## config.mk

```make
export PLATFORM = sky130hd
export DESIGN_NAME = flash_fetch_top
export DESIGN_NICKNAME = d
export VERILOG_FILES = /design/src/hdl/spi_pkg.sv /design/src/hdl/wb_pkg.sv /design/src/hdl/bus_arb.sv /design/src/hdl/dbus_flash_window.sv /design/src/hdl/flash_fetch_top.sv /design/src/hdl/spi_flash_reader.sv
export VERILOG_INCLUDE_DIRS = /design/src /design/src/hdl
export SDC_FILE = /design/constraint.sdc
export NUM_CORES = 1
export LEC_CHECK = 0
export BUFFER_PORTS_ARGS = -buffer_cell sky130_fd_sc_hd__buf_2
export CORE_ASPECT_RATIO = 1.1
export CORE_MARGIN = 3
export CORE_UTILIZATION = 39
export CTS_CLUSTER_DIAMETER = 200
export DETAILED_ROUTE_END_ITERATION = 8
export SLEW_MARGIN = 10
export SYNTH_ARGS = -nofsm -noshare
export SYNTH_HDL_FRONTEND = slang
export SYNTH_SLANG_ARGS = --single-unit
```

## constraint.sdc

```tcl
create_clock -name ck -period 5.62 [get_ports ck]
set_input_delay 0.843 -clock ck [delete_from_list [all_inputs] [get_ports ck]]
set_output_delay 0.843 -clock ck [all_outputs]
set_load 0.03 [all_outputs]
```

## src/hdl/flash_params.svh

```systemverilog
`ifndef FLASH_PARAMS_SVH
`define FLASH_PARAMS_SVH

// Address bits sent to the flash after the opcode
`define FLASH_ADR_BITS 24

// Top data-bus address byte that selects the flash window
`define FLASH_WIN_TOP 8'h70

// ck cycles per SPI clock period, one low half and one high half
`define SPI_CK_DIV 2

`endif

```

## src/hdl/spi_pkg.sv

```systemverilog
package spi_pkg;

    // Standard single-lane read, sent msb first
    localparam logic [7:0] FLASH_CMD_READ = 8'h03;

    // Phases of one word read
    typedef enum logic [2:0] {
        RD_IDLE    = 3'd0,
        RD_SELECT  = 3'd1,
        RD_CMD     = 3'd2,
        RD_ADR     = 3'd3,
        RD_DATA    = 3'd4,
        RD_RELEASE = 3'd5
    } reader_state_t;

endpackage

```

## src/hdl/wb_pkg.sv

```systemverilog
package wb_pkg;

    // Byte address on either bus
    typedef logic [31:0] adr_t;

    // One bus data word
    typedef logic [31:0] dat_t;

    // Current owner of the shared flash reader
    typedef enum logic [1:0] {
        GRANT_NONE = 2'd0,
        GRANT_A    = 2'd1,
        GRANT_B    = 2'd2
    } grant_t;

endpackage

```

## src/hdl/bus_arb.sv

```systemverilog
`timescale 1ns/1ps

module bus_arb (
    input  logic         ck,
    input  logic         reset_loop,
    input  logic         a_cyc,
    input  wb_pkg::adr_t a_adr,
    output logic         a_ack,
    output wb_pkg::dat_t a_rdt,
    input  logic         b_cyc,
    input  wb_pkg::adr_t b_adr,
    output logic         b_ack,
    output wb_pkg::dat_t b_rdt,
    output logic         x_cyc,
    output wb_pkg::adr_t x_adr,
    input  logic         x_ack,
    input  wb_pkg::dat_t x_rdt
);

    wb_pkg::grant_t grant;
    wb_pkg::grant_t owner;

    // New grant taken in the same cycle when idle, port a wins ties
    always_comb begin
        owner = grant;
        if (grant == wb_pkg::GRANT_NONE) begin
            if (a_cyc) begin
                owner = wb_pkg::GRANT_A;
            end else if (b_cyc) begin
                owner = wb_pkg::GRANT_B;
            end
        end
    end

    always_comb begin
        case (owner)
            wb_pkg::GRANT_A: begin
                x_cyc = a_cyc;
                x_adr = a_adr;
            end
            wb_pkg::GRANT_B: begin
                x_cyc = b_cyc;
                x_adr = b_adr;
            end
            default: begin
                x_cyc = 1'b0;
                x_adr = '0;
            end
        endcase
    end

    // Only the owner sees the ack and the word
    assign a_ack = x_ack && (owner == wb_pkg::GRANT_A);
    assign b_ack = x_ack && (owner == wb_pkg::GRANT_B);
    assign a_rdt = a_ack ? x_rdt : '0;
    assign b_rdt = b_ack ? x_rdt : '0;

    always_ff @(posedge ck) begin
        if (reset_loop) begin
            grant <= wb_pkg::GRANT_NONE;
        end else if (x_ack) begin
            grant <= wb_pkg::GRANT_NONE;
        end else begin
            grant <= owner;
        end
    end

endmodule

```

## src/hdl/dbus_flash_window.sv

```systemverilog
`timescale 1ns/1ps

`include "flash_params.svh"

module dbus_flash_window (
    input  logic         ck,
    input  logic         reset_loop,
    input  logic         dbus_cyc,
    input  logic         dbus_we,
    input  wb_pkg::adr_t dbus_adr,
    output logic         dbus_ack,
    output wb_pkg::dat_t dbus_rdt,
    output logic         f_cyc,
    output wb_pkg::adr_t f_adr,
    input  logic         f_ack,
    input  wb_pkg::dat_t f_rdt
);

    logic win_hit;
    logic rd_hit;
    logic wr_hit;
    logic wr_ack;

    // Window selected by the top address byte
    assign win_hit = (dbus_adr[31:24] == `FLASH_WIN_TOP);
    assign rd_hit  = dbus_cyc && win_hit && !dbus_we;
    assign wr_hit  = dbus_cyc && win_hit && dbus_we;

    // Reads go on to the arbiter
    assign f_cyc = rd_hit;
    assign f_adr = rd_hit ? dbus_adr : '0;

    // Flash is read only here, writes are simply acked
    always_ff @(posedge ck) begin
        if (reset_loop) begin
            wr_ack <= 1'b0;
        end else begin
            wr_ack <= wr_hit && !wr_ack;
        end
    end

    // Zero outside the window so the board can OR other slaves in
    assign dbus_ack = wr_ack || (f_ack && rd_hit);
    assign dbus_rdt = rd_hit ? f_rdt : '0;

endmodule

```

## src/hdl/flash_fetch_top.sv

```systemverilog
`timescale 1ns/1ps

module flash_fetch_top (
    input  logic         ck,
    input  logic         reset_loop,
    input  logic         ibus_cyc,
    input  wb_pkg::adr_t ibus_adr,
    output logic         ibus_ack,
    output wb_pkg::dat_t ibus_rdt,
    input  logic         dbus_cyc,
    input  logic         dbus_we,
    input  wb_pkg::adr_t dbus_adr,
    output logic         dbus_ack,
    output wb_pkg::dat_t dbus_rdt,
    output logic         spi_cs,
    output logic         spi_sck,
    output logic         spi_mosi,
    input  logic         spi_miso
);

    // Window to arbiter port b
    logic         f_cyc;
    wb_pkg::adr_t f_adr;
    logic         f_ack;
    wb_pkg::dat_t f_rdt;

    // Arbiter to flash reader
    logic         x_cyc;
    wb_pkg::adr_t x_adr;
    logic         x_ack;
    wb_pkg::dat_t x_rdt;

    dbus_flash_window u_window (
        .ck         (ck),
        .reset_loop (reset_loop),
        .dbus_cyc   (dbus_cyc),
        .dbus_we    (dbus_we),
        .dbus_adr   (dbus_adr),
        .dbus_ack   (dbus_ack),
        .dbus_rdt   (dbus_rdt),
        .f_cyc      (f_cyc),
        .f_adr      (f_adr),
        .f_ack      (f_ack),
        .f_rdt      (f_rdt)
    );

    // Instruction bus has priority on port a
    bus_arb u_arb (
        .ck         (ck),
        .reset_loop (reset_loop),
        .a_cyc      (ibus_cyc),
        .a_adr      (ibus_adr),
        .a_ack      (ibus_ack),
        .a_rdt      (ibus_rdt),
        .b_cyc      (f_cyc),
        .b_adr      (f_adr),
        .b_ack      (f_ack),
        .b_rdt      (f_rdt),
        .x_cyc      (x_cyc),
        .x_adr      (x_adr),
        .x_ack      (x_ack),
        .x_rdt      (x_rdt)
    );

    spi_flash_reader u_reader (
        .ck         (ck),
        .reset_loop (reset_loop),
        .cyc        (x_cyc),
        .adr        (x_adr),
        .ack        (x_ack),
        .rdt        (x_rdt),
        .spi_cs     (spi_cs),
        .spi_sck    (spi_sck),
        .spi_mosi   (spi_mosi),
        .spi_miso   (spi_miso)
    );

endmodule

```

## src/hdl/spi_flash_reader.sv

```systemverilog
`timescale 1ns/1ps

`include "flash_params.svh"

module spi_flash_reader (
    input  logic          ck,
    input  logic          reset_loop,
    input  logic          cyc,
    input  wb_pkg::adr_t  adr,
    output logic          ack,
    output wb_pkg::dat_t  rdt,
    output logic          spi_cs,
    output logic          spi_sck,
    output logic          spi_mosi,
    input  logic          spi_miso
);

    localparam int CMD_BITS = 8;
    localparam int ADR_BITS = `FLASH_ADR_BITS;
    localparam int OUT_BITS = CMD_BITS + ADR_BITS;
    localparam int DAT_BITS = $bits(wb_pkg::dat_t);
    localparam int HALF     = `SPI_CK_DIV / 2;
    localparam int DIV_W    = $clog2(`SPI_CK_DIV);

    spi_pkg::reader_state_t state;

    logic [OUT_BITS-1:0] sh_out;
    logic [DAT_BITS-1:0] sh_in;
    logic [5:0]          bit_cnt;
    logic [DIV_W-1:0]    div_cnt;
    logic                shifting;
    logic                rise;
    logic                period_end;
    logic                bit_last;

    assign shifting = (state == spi_pkg::RD_CMD) || (state == spi_pkg::RD_ADR) ||
                      (state == spi_pkg::RD_DATA);

    // Last ck of the low half, sck goes high on this edge
    assign rise       = (div_cnt == DIV_W'(HALF - 1));
    assign period_end = (div_cnt == DIV_W'(`SPI_CK_DIV - 1));

    // Last bit of the current phase
    always_comb begin
        case (state)
            spi_pkg::RD_CMD: bit_last = (bit_cnt == 6'(CMD_BITS - 1));
            spi_pkg::RD_ADR: bit_last = (bit_cnt == 6'(ADR_BITS - 1));
            default:         bit_last = (bit_cnt == 6'(DAT_BITS - 1));
        endcase
    end

    always_ff @(posedge ck) begin
        if (reset_loop) begin
            state    <= spi_pkg::RD_IDLE;
            spi_cs   <= 1'b1;
            spi_sck  <= 1'b0;
            spi_mosi <= 1'b0;
            ack      <= 1'b0;
            bit_cnt  <= '0;
            div_cnt  <= '0;
        end else begin
            ack <= 1'b0;
            case (state)
                spi_pkg::RD_IDLE: begin
                    if (cyc) begin
                        state <= spi_pkg::RD_SELECT;
                    end
                end
                spi_pkg::RD_SELECT: begin
                    // Chip select low, first opcode bit on mosi
                    spi_cs   <= 1'b0;
                    spi_mosi <= sh_out[OUT_BITS-1];
                    bit_cnt  <= '0;
                    div_cnt  <= '0;
                    state    <= spi_pkg::RD_CMD;
                end
                spi_pkg::RD_CMD, spi_pkg::RD_ADR, spi_pkg::RD_DATA: begin
                    div_cnt <= period_end ? '0 : div_cnt + 1'b1;
                    if (rise) begin
                        spi_sck <= 1'b1;
                    end
                    if (period_end) begin
                        // Falling sck, next bit goes out
                        spi_sck  <= 1'b0;
                        spi_mosi <= sh_out[OUT_BITS-1];
                        if (bit_last) begin
                            bit_cnt <= '0;
                            case (state)
                                spi_pkg::RD_CMD: state <= spi_pkg::RD_ADR;
                                spi_pkg::RD_ADR: state <= spi_pkg::RD_DATA;
                                default: begin
                                    spi_cs <= 1'b1;
                                    ack    <= 1'b1;
                                    state  <= spi_pkg::RD_RELEASE;
                                end
                            endcase
                        end else begin
                            bit_cnt <= bit_cnt + 1'b1;
                        end
                    end
                end
                spi_pkg::RD_RELEASE: begin
                    // Ack cycle, cyc still held by the requester
                    state <= spi_pkg::RD_IDLE;
                end
                default: begin
                    state <= spi_pkg::RD_IDLE;
                end
            endcase
        end
    end

    // Shift registers and the returned word
    always_ff @(posedge ck) begin
        if (state == spi_pkg::RD_IDLE && cyc) begin
            // Word aligned, low address bits only
            sh_out <= {spi_pkg::FLASH_CMD_READ, adr[ADR_BITS-1:2], 2'b00};
        end else if (state == spi_pkg::RD_SELECT || (shifting && period_end)) begin
            sh_out <= sh_out << 1;
        end
        if (state == spi_pkg::RD_DATA && rise) begin
            sh_in <= {sh_in[DAT_BITS-2:0], spi_miso};
        end
        if (state == spi_pkg::RD_DATA && period_end && bit_last) begin
            // First byte received lands in bits 7:0
            rdt <= {sh_in[7:0], sh_in[15:8], sh_in[23:16], sh_in[31:24]};
        end
    end

endmodule

```

# Word level (Yosys, flattened, before mapping)
# Cells that the tools add are included.
classes:
  addsub: 2
  mul: 0
  div_mod_pow: 0
  order_cmp: 0
  eq_ne: 14
  n_shift: 0
  mux: 30
  bitwise_logic: 3
  n_reduce_logical: 29
ops:
  columns: ["op", "n"]
  rows:
  - ["2-to-1 mux 32 bit", 3]
  - ["2-to-1 mux 24 bit", 3]
  - ["one-hot mux 24 bit (2 select lines)", 1]
  - ["== test 6 x 5 -> 1 bit, second input constant", 2]
  - ["logical AND 1 bit", 12]
  - ["2-to-1 mux 6 bit", 2]
  - ["one-hot mux 6 bit (2 select lines)", 1]
  - ["one-hot mux 1 bit (2 select lines)", 5]
  - ["2-to-1 mux 3 bit", 3]
  - ["one-hot mux 3 bit (3 select lines)", 1]
  - ["== test 8 x 7 -> 1 bit, second input constant", 1]
  - ["2-to-1 mux 1 bit", 7]
  - ["adder 6 x 1 -> 6 bit, second input constant", 1]
  - ["== test 3 x 2 -> 1 bit, second input constant", 2]
  - ["== test 6 x 3 -> 1 bit, second input constant", 1]
  - ["2-to-1 mux 2 bit", 3]
  - ["inequality test 2 x 1 -> 1 bit, second input constant", 3]
  - ["one-hot mux 3 bit (2 select lines)", 1]
  - ["logical OR 1 bit", 4]
  - ["AND reduction 4 bit", 1]
  - ["nonzero test 2 bit", 2]
  - ["OR reduction 2 bit", 2]
  - ["OR reduction 4 bit", 1]
  - ["== test 3 x 1 -> 1 bit, second input constant", 1]
  - ["other kinds (12)", 15]
word_totals:
  ff_bits: 111
  latch_bits: 0
  mem_bits_rw: 0
  rom_bits: 0
  inputBits: 70
  output_inout_bits: 69
  word_cells: 91
  n_memories: 0

# Logic depth before layout (Yosys ltp)
# Gate-level depths: netlist (run 1).
logic_depth:
  depth_word: 10
  depth_mapped: 13
  ltp_nobuf: 10

# Modules after synthesis
# A second synthesis (run 1) with hierarchy kept.
hier_totals:
  cells_unflattened: 522
  area_unflattened_um2: 5710.5
by_module_without_submodules:
  columns: ["mod", "instances", "cells_each", "area_each_um2", "seq_area_each_um2"]
  rows:
  - ["spi_flash_reader", 1, 265, 3851.2, 3022.9]
  - ["bus_arb", 1, 171, 1052.3, 40.0]
  - ["dbus_flash_window", 1, 86, 807.0, 20.0]

# Worst setup path before layout (run 1)
# Ideal clock, no wire load.
synth_timing:
  kind: "input -> output"
  from: "input dbus_adr[31]"
  to: "output ibus_rdt[10]"
  t_arrival_ps: 2663
  required_ps: 4777
  setup_slack_ps: 2114
  stages: 9
  n_path_buf: 3
  cell_sequence: "nand4bb_1 nor4_2 and3_1 a21oi_1 ha_1 clkbuf_1 clkbuf_1 clkbuf_1 and3_1"
synth_between:
  elab_chain_len: 9
synth_rtl:
  columns: ["item", "line_no", "text"]
  rows:
  - ["start, declared", "flash_fetch_top.sv:12", "input wb_pkg::adr_t dbus_adr,"]
  - ["== test 8 x 7 -> 1 bit (no source line)", null, null]
  - ["logical AND 1 bit (2 in series)", "dbus_flash_window.sv:26", "assign rd_hit = dbus_cyc && win_hit && !dbus_we;"]
  - ["2-to-1 mux 2 bit", "bus_arb.sv:29", "end else if (b_cyc) begin"]
  - ["2-to-1 mux 2 bit", "bus_arb.sv:27", "if (a_cyc) begin"]
  - ["2-to-1 mux 2 bit", "bus_arb.sv:26", "if (grant == wb_pkg::GRANT_NONE) begin"]
  - ["== test 2 x 1 -> 1 bit", "bus_arb.sv:53", "assign a_ack = x_ack && (owner == wb_pkg::GRANT_A);"]
  - ["logical AND 1 bit", "bus_arb.sv:53", null]
  - ["2-to-1 mux 32 bit", "bus_arb.sv:55", "assign a_rdt = a_ack ? x_rdt : '0;"]
  - ["end, declared", "flash_fetch_top.sv:9", "output wb_pkg::dat_t ibus_rdt,"]
# No other way between the ends.

# Worst setup path after layout (run 1)
layout_timing:
  from: "input dbus_adr[31]"
  to: "output dbus_ack"
layout_between:
  elab_chain_len: 10
layout_rtl:
  columns: ["item", "line_no", "text"]
  rows:
  - ["== test 8 x 7 -> 1 bit (no source line)", null, null]
  - ["logical AND 1 bit (2 in series)", "dbus_flash_window.sv:26", null]
  - ["2-to-1 mux 2 bit", "bus_arb.sv:29", null]
  - ["2-to-1 mux 2 bit", "bus_arb.sv:27", null]
  - ["2-to-1 mux 2 bit", "bus_arb.sv:26", null]
  - ["via u_arb.owner[1]", "bus_arb.sv:21", "wb_pkg::grant_t owner;"]
  - ["== test 2 bit", "bus_arb.sv:54", "assign b_ack = x_ack && (owner == wb_pkg::GRANT_B);"]
  - ["logical AND 1 bit", "bus_arb.sv:54", null]
  - ["logical AND 1 bit", "dbus_flash_window.sv:43", "assign dbus_ack = wr_ack || (f_ack && rd_hit);"]
  - ["logical OR 1 bit", "dbus_flash_window.sv:43", null]
  - ["end, declared", "flash_fetch_top.sv:13", "output logic dbus_ack,"]
# The timed path passes the listed nets, and every way through them passes these cells.

==> out/metrics.yaml, run 1 <==
maxSlewViolCount: 0
drc: 0
tns_ns: 0
cts_setup_buffers: 0
final-hold-violation-count: 0
multiInputGateArea_sq_um: 1540
vias: 3096
clk_latency_ns: 0.34
num_rows: 41
synthTopCellsByArea: "edfxtp_1, dfxtp_1, and3_1, and2_1, mux2_4"
grt_pass1_vias: 3030
num_io_pins: 139
synth_ff_type: "edfxtp_1"
portBuffers: 126
max_slew_margin_pct: 33.0
layout.nets: 533
yosysMostFrequentCell: "edfxtp_1"
dp_cells: 599
fp.dieW_um: 112
ys_warn_count: 0
antenna_found_initial: 0
finalCriticalPeriod_ns: 4.14
vias_per_cell: 5.03
grt_use_total_pct: 13.7
grt_setup_unrepaired: "false"
first_iter_violations: 103
drive_above_1_share_pct: 37.4
outcome: "completed"
period_share_pct: 73.6
htreeDepth: 3
hpwlAfterDp_um: 6230
cp-start-kind: "input pin"
die_area_sq_um: 13600
placed_area_sq_um: 5490
leakage_nw: 2.59
layout.cells.non_filler: 615
setup_viol: 0
cts_root_buffer: "clkbuf_16"
holdPathStages: 0
diodes: 0
cts.repair.resized: 0
path_class: "input pin to output port"
cts_hold_buf: 0
reg2reg_depth: 6
drv_cap: 0
synth_largest_area_cell: "edfxtp_1"
drt-total-wl_um: 9400
coreArea_sq_um: 11700
synthesis.nets: 415
powerDensity_nw_per_um2: 286
required_ns: 4.78
syn-cell-area_sq_um: 4790
arrival_ns: 3.30
syn_to_final_growth_pct: 20.7
worst_slack_ns: 1.48
cp_max_fo: 33
hold_class: "flop to flop"
synth_edf_count: 86
dr.pass1.iters: 4
seq_area_sq_um: 3080
grt_pass1_wl_um: 15000
gr-total-overflow: 0
holdWs_ns: 0.448
start_util_pct: 40.8
crit_path_end_kind: "output port"
cts_made_buffers: 9
postLayoutCellArea_sq_um: 5780
fp.dieH_um: 122
dp_slack_ns: 1.40
numClockSinks: 111
tightest_slew_ns: 1.00
synth_common_cells: "edfxtp_1, and3_1, and2_1, dfxtp_1"
path_clk_slew_ns: 0.08
max_freq_mhz: 242
skew_ns: 0.00770
synth_top_area_share_pct: 53.9
avgSynthCellArea_sq_um: 14.0
clock_path_buffers: 2
async_flop_share_pct: 0
ant_nets: 0
finalPower_mw: 1.65
ys_seq_elements: 111
vdd.ir_drop.worst_mv: 0.147
grt_max_degree: 57
wl_per_cell_um: 15.3
netlist_instances: 342
gp_congestion: 0.747
n_fill_cell: 1041
cts_tree: "done"
yosys.cell_types.count: 46
synth-seq-area-share_pct: 64.4
post-route-util_pct: 49.2
==> final timing paths <==
path	startpoint	to	slack [ns]
worst max-delay path	dbus_adr[31]	dbus_ack	1.48
worst min-delay path	u_reader.sh_in[31]$_DFFE_PP_	u_reader.rdt[7]$_DFFE_PP_	0.45
worst max register to register	u_arb.grant[0]$_SDFF_PP0_	u_reader.sh_out[3]$_DFFE_PP_	2.54
worst min register to register	u_reader.sh_in[31]$_DFFE_PP_	u_reader.rdt[7]$_DFFE_PP_	0.45
==> flip-flops by register name (all words and copies together), names as in the netlist <==
register           count
u_arb.grant            2
u_reader.ack           1
u_reader.bit_cnt       6
u_reader.div_cnt       1
u_reader.rdt          32
u_reader.sh_in        32
u_reader.sh_out       30
u_reader.spi_cs        1
u_reader.spi_mosi      1
u_reader.spi_sck       1
u_reader.state         3
u_window.wr_ack        1
==> cell type report <==
| cell class | count | area share [%] |
|---|---|---|
| repair buffers | 128 | 11.2 |
| clock buffers | 9 | 3.90 |
| clock inverters | 7 | 1.21 |
| inverters | 7 | 0.454 |
| multi-input cells | 203 | 26.7 |
| well taps | 150 | 3.25 |
| flip-flops and latches | 111 | 53.3 |
==> placed cells by master, fill, tap and decap left out, drive strengths merged, types with 5 or more instances in the layout <==
| cell | count |
|---|---|
| edfxtp | 86 |
| clkbuf | 9 |
| a22o | 21 |
| nand2 | 7 |
| o21ai | 5 |
| buf | 128 |
| a21oi | 8 |
| mux2 | 21 |
| and2 | 34 |
| and3 | 36 |
| nor2 | 21 |
| inv | 12 |
| mux2i | 10 |
| dfxtp | 25 |
| nor3 | 5 |
==> where the power goes <==
| group | internal [mW] | total, mW | switching, mW |
|---|---|---|---|
| Combinational | 0.0627 | 0.118 | 0.0549 |
| Sequential | 0.908 | 0.919 | 0.0113 |
| Clock | 0.316 | 0.616 | 0.301 |
| Total | 1.29 | 1.65 | 0.367 |
==> cells by family (layout without fill, tap and decap cells) <==
kind of cell / count (synthesis) / count (layout) / synth area share [%]
adders and majority gates: 3 / 3 / 0.784
xor gates and xnor gates: 4 / 4 / 0.732
and+or+nand+nor: 122 / 122 / 15.3
AOI/OAI and AO/OA: 43 / 43 / 7.08
buffers and inverters: 28 / 151 / 3.60
DFF: 111 / 111 / 64.4
muxes: 31 / 31 / 8.12
==> worst max-delay path, cell delays in order <==
cell	delay (ns)
buf_2	0.09
nand4bb_1	0.18
nor4_2	0.17
and3_1	0.25
a21oi_1	0.12
inv_1	0.07
ha_1	0.13
nor2b_1	0.18
and3_1	0.79
or2_2	0.25
buf_2	0.21
==> metal layers <==
metal,vias up,wire length (um),GRT usage [%]
met5,-,0,0
met4,0,91,3.65
met3,9,476,3.30
met2,90,4580,22.0
met1,1493,4250,18.8
li1,1504,-,-
Power figures use the tool's default switching activity.
==> inputs of run 2 (changes only) <==
--- a/config.mk
+++ b/config.mk
@@ -12,6 +12,7 @@
 export CORE_UTILIZATION = 39
 export CTS_CLUSTER_DIAMETER = 200
 export DETAILED_ROUTE_END_ITERATION = 8
+export PLACE_DENSITY = 0.65
 export SLEW_MARGIN = 10
 export SYNTH_ARGS = -nofsm -noshare
 export SYNTH_HDL_FRONTEND = slang
==> constraint.sdc (replaced) <==
create_clock -name ck -period 3.35 [get_ports ck]
set_input_delay 0.5025 -clock ck [delete_from_list [all_inputs] [get_ports ck]]
set_output_delay 0.5025 -clock ck [all_outputs]
set_load 0.03 [all_outputs]
==> run 2 against run 1 <==
Effect of this change:
- sequential share of layout area down 0.76 points
- sequential power up 68%
- clock-buffer cell count unchanged
- worst setup slack worse by 1.2 ns
- power up 73%
- clock skew up 0.0047 ns
- final cell count up 1.3%
- cell area up 1.4%
- clock power up 82%
- critical endpoint is now dbus_rdt[30]
==> out/metrics.yaml, run 2 (same netlist as run 1, synthesis figures left out) <==
outcome: "completed"
cts_tree: "done"
leakage_nw: 2.64
coreArea_sq_um: 11700
start_util_pct: 40.8
reg2reg_depth: 6
num_rows: 41
htreeDepth: 3
crit_path_end_kind: "output port"
worst_path_max_delay_cell: "and3_1"
num_io_pins: 139
arrival_ns: 2.56
path_class: "input pin to output port"
largest_registers: "u_reader.rdt x32, u_reader.sh_in x32, u_reader.sh_out x30"
holdWs_ns: 0.323
grt_pass1_wl_um: 15300
seqPwrFrac_pct: 53.9
switchingPower_mw: 0.627
reg2reg_slack_ns: 0.90
endpoint: "dbus_rdt[30]"
finalPower_mw: 2.86
fp.dieW_um: 112
clk_latency_ns: 0.35
switching_share_pct: 21.9
r2r_start: "u_arb.grant[0]$_SDFF_PP0_"
vdd.ir_drop.worst_mv: 0.284
gr-total-overflow: 0
pwr-share-comb_pct: 7.0
numClockSinks: 111
crit_family: "simple AND/OR/NAND/NOR gates"
max_freq_mhz: 327
worst_slack_ns: 0.290
r2r-end: "u_reader.sh_out[5]$_DFFE_PP_"
final_common_cell: "buf_2"
path_cells: "buf_2 > nand4bb_1 > nor4_2 > and3_1 > a21oi_1 > inv_1 > ha_1 > nor2b_1 > and3_1 > buf_4 > and2_1 > buf_2"
maxSlewViolCount: 0
max_slew_margin_pct: 40.1
layout.cells.non_filler: 623
final-hold-violation-count: 0
worstSetupPathDepth: 12
dr.pass1.iters: 4
path_clk_slew_ns: 0.08
drt-total-wl_um: 9760
tns_ns: 0
postLayoutCellArea_sq_um: 5870
grt_max_degree: 36
powerDensity_nw_per_um2: 488
post-route-util_pct: 49.9
dp_cells: 607
hold_class: "input pin to flop"
clkPwrFrac_pct: 39.1
vias: 3127
drive_above_1_share_pct: 38.5
clock_path_buffers: 2
wl_per_cell_um: 15.7
finalCriticalPeriod_ns: 3.06
layout_common_cells: "buf_2, edfxtp_1, and3_1"
n_fill_cell: 1014
drv_cap: 0
layout.nets: 541
crit_path_max_incr_delay_ns: 0.24
cts_hold_buf: 0
skew_ns: 0.0124
tightest_slew_ns: 0.897
cts_made_buffers: 9
cts.repair.resized: 0
grt_pass1_vias: 3056
cp-start-kind: "input pin"
internal_power_mw: 2.24
first_iter_violations: 131
grt_use_total_pct: 14.3
ant_nets: 0
cp_max_fo: 22
period_share_pct: 91.4
path_buf_inv: 4
cts_root_buffer: "clkbuf_16"
crit_start: "dbus_adr[31]"
portBuffers: 126
placed_area_sq_um: 5550
antenna_found_initial: 0
drc: 0
die_area_sq_um: 13600
fp.dieH_um: 122
diodes: 0
syn_to_final_growth_pct: 22.5
vias_per_cell: 5.02
required_ns: 2.85
hpwlAfterDp_um: 6600
cts_setup_buffers: 0
setup_viol: 0
gp_congestion: 0.758
dp_slack_ns: 0.166
grt_setup_unrepaired: "false"
-- run 2: cell count changes in the layout (fill, tap and decap cells not counted) --
cell,previous run,this run
buf_4,2,10
inv_8,4,2
bufinv_16,0,1
clkinv_4,1,0
clkinv_8,0,1
inv_6,1,2
-- run 2: layout make-up --
class	count	area [sq um]	area share, %
flip-flops and latches	111	3080	52.6
multi-input cells	203	1540	26.3
repair buffers	136	706	12.0
clock buffers	9	225	3.84
well taps	150	188	3.20
clock inverters	7	93.8	1.60
inverters	7	26.3	0.448
-- run 2: power groups by stage --
| stage | Combinational, mW | Clock, mW | Sequential (mW) |
|---|---|---|---|
| after floorplan | 0.147 | 0 | 1.57 |
| after global placement | 0.198 | 0 | 1.57 |
| after detailed placement | 0.204 | 0 | 1.57 |
| after CTS | 0.205 | 1.16 | 1.54 |
| after global routing | 0.222 | 1.21 | 1.55 |
| final | 0.201 | 1.12 | 1.54 |
-- run 2: routing by layer --
| layer | routed length, um | track usage, % |
|---|---|---|
| met1 | 4240 | 18.0 |
| met2 | 4880 | 23.6 |
| met3 | 514 | 4.14 |
| met4 | 123 | 5.32 |
| met5 | 0 | 0 |
-- run 2: worst min-delay path by stage --
stage | cells after the start | end | slack, ns | from
2_1_floorplan | 0 | u_reader.rdt[7]$_DFFE_PP_ | 0.40 | u_reader.sh_in[31]$_DFFE_PP_
3_3_place_gp | 0 | u_reader.rdt[7]$_DFFE_PP_ | 0.41 | u_reader.sh_in[31]$_DFFE_PP_
3_5_place_dp | 0 | u_reader.sh_in[1]$_DFFE_PP_ | 0.43 | u_reader.sh_in[0]$_DFFE_PP_
4_1_cts | 1 | u_reader.sh_in[0]$_DFFE_PP_ | 0.31 | spi_miso
5_1_grt | 1 | u_reader.sh_in[0]$_DFFE_PP_ | 0.31 | spi_miso
6_report | 1 | u_reader.sh_in[0]$_DFFE_PP_ | 0.32 | spi_miso
==> inputs of run 3 (changes only) <==
--- a/config.mk
+++ b/config.mk
@@ -12,7 +12,7 @@
 export CORE_UTILIZATION = 39
 export CTS_CLUSTER_DIAMETER = 200
 export DETAILED_ROUTE_END_ITERATION = 8
-export PLACE_DENSITY = 0.65
+export PLACE_DENSITY = 0.66
 export SLEW_MARGIN = 10
 export SYNTH_ARGS = -nofsm -noshare
 export SYNTH_HDL_FRONTEND = slang
==> run 3 against run 2 <==
Effect of this change:
- clock power fell by 6%
- sequential power about the same
- via count decreased by 1.5%
- flip-flop and latch count did not move
==> out/metrics.yaml, run 3 (same netlist as run 1, synthesis figures left out) <==
outcome: "completed"
drc: 0
first_iter_violations: 133
path_clk_slew_ns: 0.08
portBuffers: 126
vdd.ir_drop.worst_mv: 0.219
clk_latency_ns: 0.35
cts_made_buffers: 9
r2r-end: "u_reader.sh_out[7]$_DFFE_PP_"
crit_path_end_kind: "output port"
cts.repair.resized: 0
num_rows: 41
largest_registers: "u_reader.rdt x32, u_reader.sh_in x32, u_reader.sh_out x30"
met1Wirelength_um: 4360
hp-start: "spi_miso"
cts_setup_buffers: 0
htreeDepth: 3
grt_setup_unrepaired: "false"
grt_max_degree: 56
antenna_found_initial: 0
max_slew_margin_pct: 39.8
leakage_nw: 2.63
clock_path_buffers: 2
drv_cap: 0
whs_endpoint: "u_reader.sh_in[0]$_DFFE_PP_"
powerDensity_nw_per_um2: 477
period_share_pct: 90.3
syn_to_final_growth_pct: 22.2
path_class: "input pin to output port"
worst_slack_ns: 0.325
start_util_pct: 40.8
coreArea_sq_um: 11700
maxSlewViolCount: 0
cts_tree: "done"
drt-total-wl_um: 9470
num_io_pins: 139
ant_nets: 0
cp_max_fo: 32
layout_common_cells: "buf_2, edfxtp_1, and3_1"
worst_path_max_delay_cell: "and3_1"
dp_slack_ns: 0.215
holdPathStages: 1
cp-start-kind: "input pin"
wl_per_cell_um: 15.2
r2r_start: "u_arb.grant[0]$_SDFF_PP0_"
arrival_ns: 2.52
hpwlAfterDp_um: 6260
tightest_slew_ns: 0.901
grt_pass1_wl_um: 15100
crit_path_max_incr_delay_ns: 0.25
holdWs_ns: 0.332
max_freq_mhz: 331
fp.dieW_um: 112
numClockSinks: 111
fp.dieH_um: 122
reg2reg_depth: 10
wl_met3_um: 430
die_area_sq_um: 13600
skew_ns: 0.0133
required_ns: 2.85
layout.nets: 540
final_common_cell: "buf_2"
gr-total-overflow: 0
met2_length_um: 4590
top_layer: "met4"
vias: 3080
final-hold-violation-count: 0
vias_per_cell: 4.95
grt_pass1_vias: 3007
reg2reg_slack_ns: 0.91
cts_root_buffer: "clkbuf_16"
finalCriticalPeriod_ns: 3.02
grt_use_total_pct: 13.9
tns_ns: 0
gp_congestion: 0.770
diodes: 0
setup_viol: 0
cts_hold_buf: 0
path_cells: "buf_2 > nand4bb_1 > nor4_2 > and3_1 > a21oi_1 > inv_1 > ha_1 > nor2b_1 > and3_1 > buf_12 > and2_1 > buf_2"
drive_above_1_share_pct: 38.3
hold_class: "input pin to flop"
dr.pass1.iters: 4
run 3: how the worst max path moves through the flow:
stage,start,end,slack (ns),cells after the start
2_1_floorplan,dbus_adr[31],u_reader.sh_out[10]$_DFFE_PP_,0.30,12
3_5_place_dp,dbus_adr[31],u_reader.sh_out[12]$_DFFE_PP_,0.22,13
6_report,dbus_adr[31],dbus_rdt[11],0.33,12
5_1_grt,dbus_adr[31],dbus_rdt[31],0.21,12
4_1_cts,dbus_adr[31],dbus_rdt[11],0.31,12
3_3_place_gp,dbus_adr[31],u_reader.sh_out[4]$_DFFE_PP_,0.27,11
run 3: metrics by stage:
step           instance area (sq um)  utilization (%)  cells  power (mW)
6_report                        5850             49.8    622        2.79
5_1_grt                         5850             49.8    622        2.91
4_1_cts                         5850             49.8    622        2.83
3_5_place_dp                    5550             47.3    606        1.78
3_3_place_gp                    5550             47.3    606        1.77
2_1_floorplan                   4790                -    342        1.72
run 3: report_power, final:
part | internal, mW | switching [mW]
Clock | 0.527 | 0.519
Sequential | 1.52 | 0.0197
Combinational | 0.110 | 0.0903
Total | 2.16 | 0.629
run 3: cell type report:
type	count	area, sq um
clock buffer	9	225
clock inverter	7	75.1
fill	1029	5900
inverter	7	26.3
multi-input combinational	203	1540
sequential	111	3080
tap	150	188
timing repair buffer	135	711
run 3: critical path, delay by kind of cell:
family                     cells  cell delay [ns]
AOI/OAI and AO/OA              1             0.12
adders and majority gates      1             0.13
buffers and inverters          4             0.54
and+or+nand+nor                6             1.22
run 3: per-layer routing:
| metal | track usage (%) | vias to the layer above |
|---|---|---|
| met4 | 4.11 | 0 |
| met5 | 0 | - |
| li1 | - | 1515 |
| met1 | 18.8 | 1481 |
| met2 | 22.5 | 79 |
| met3 | 3.21 | 5 |
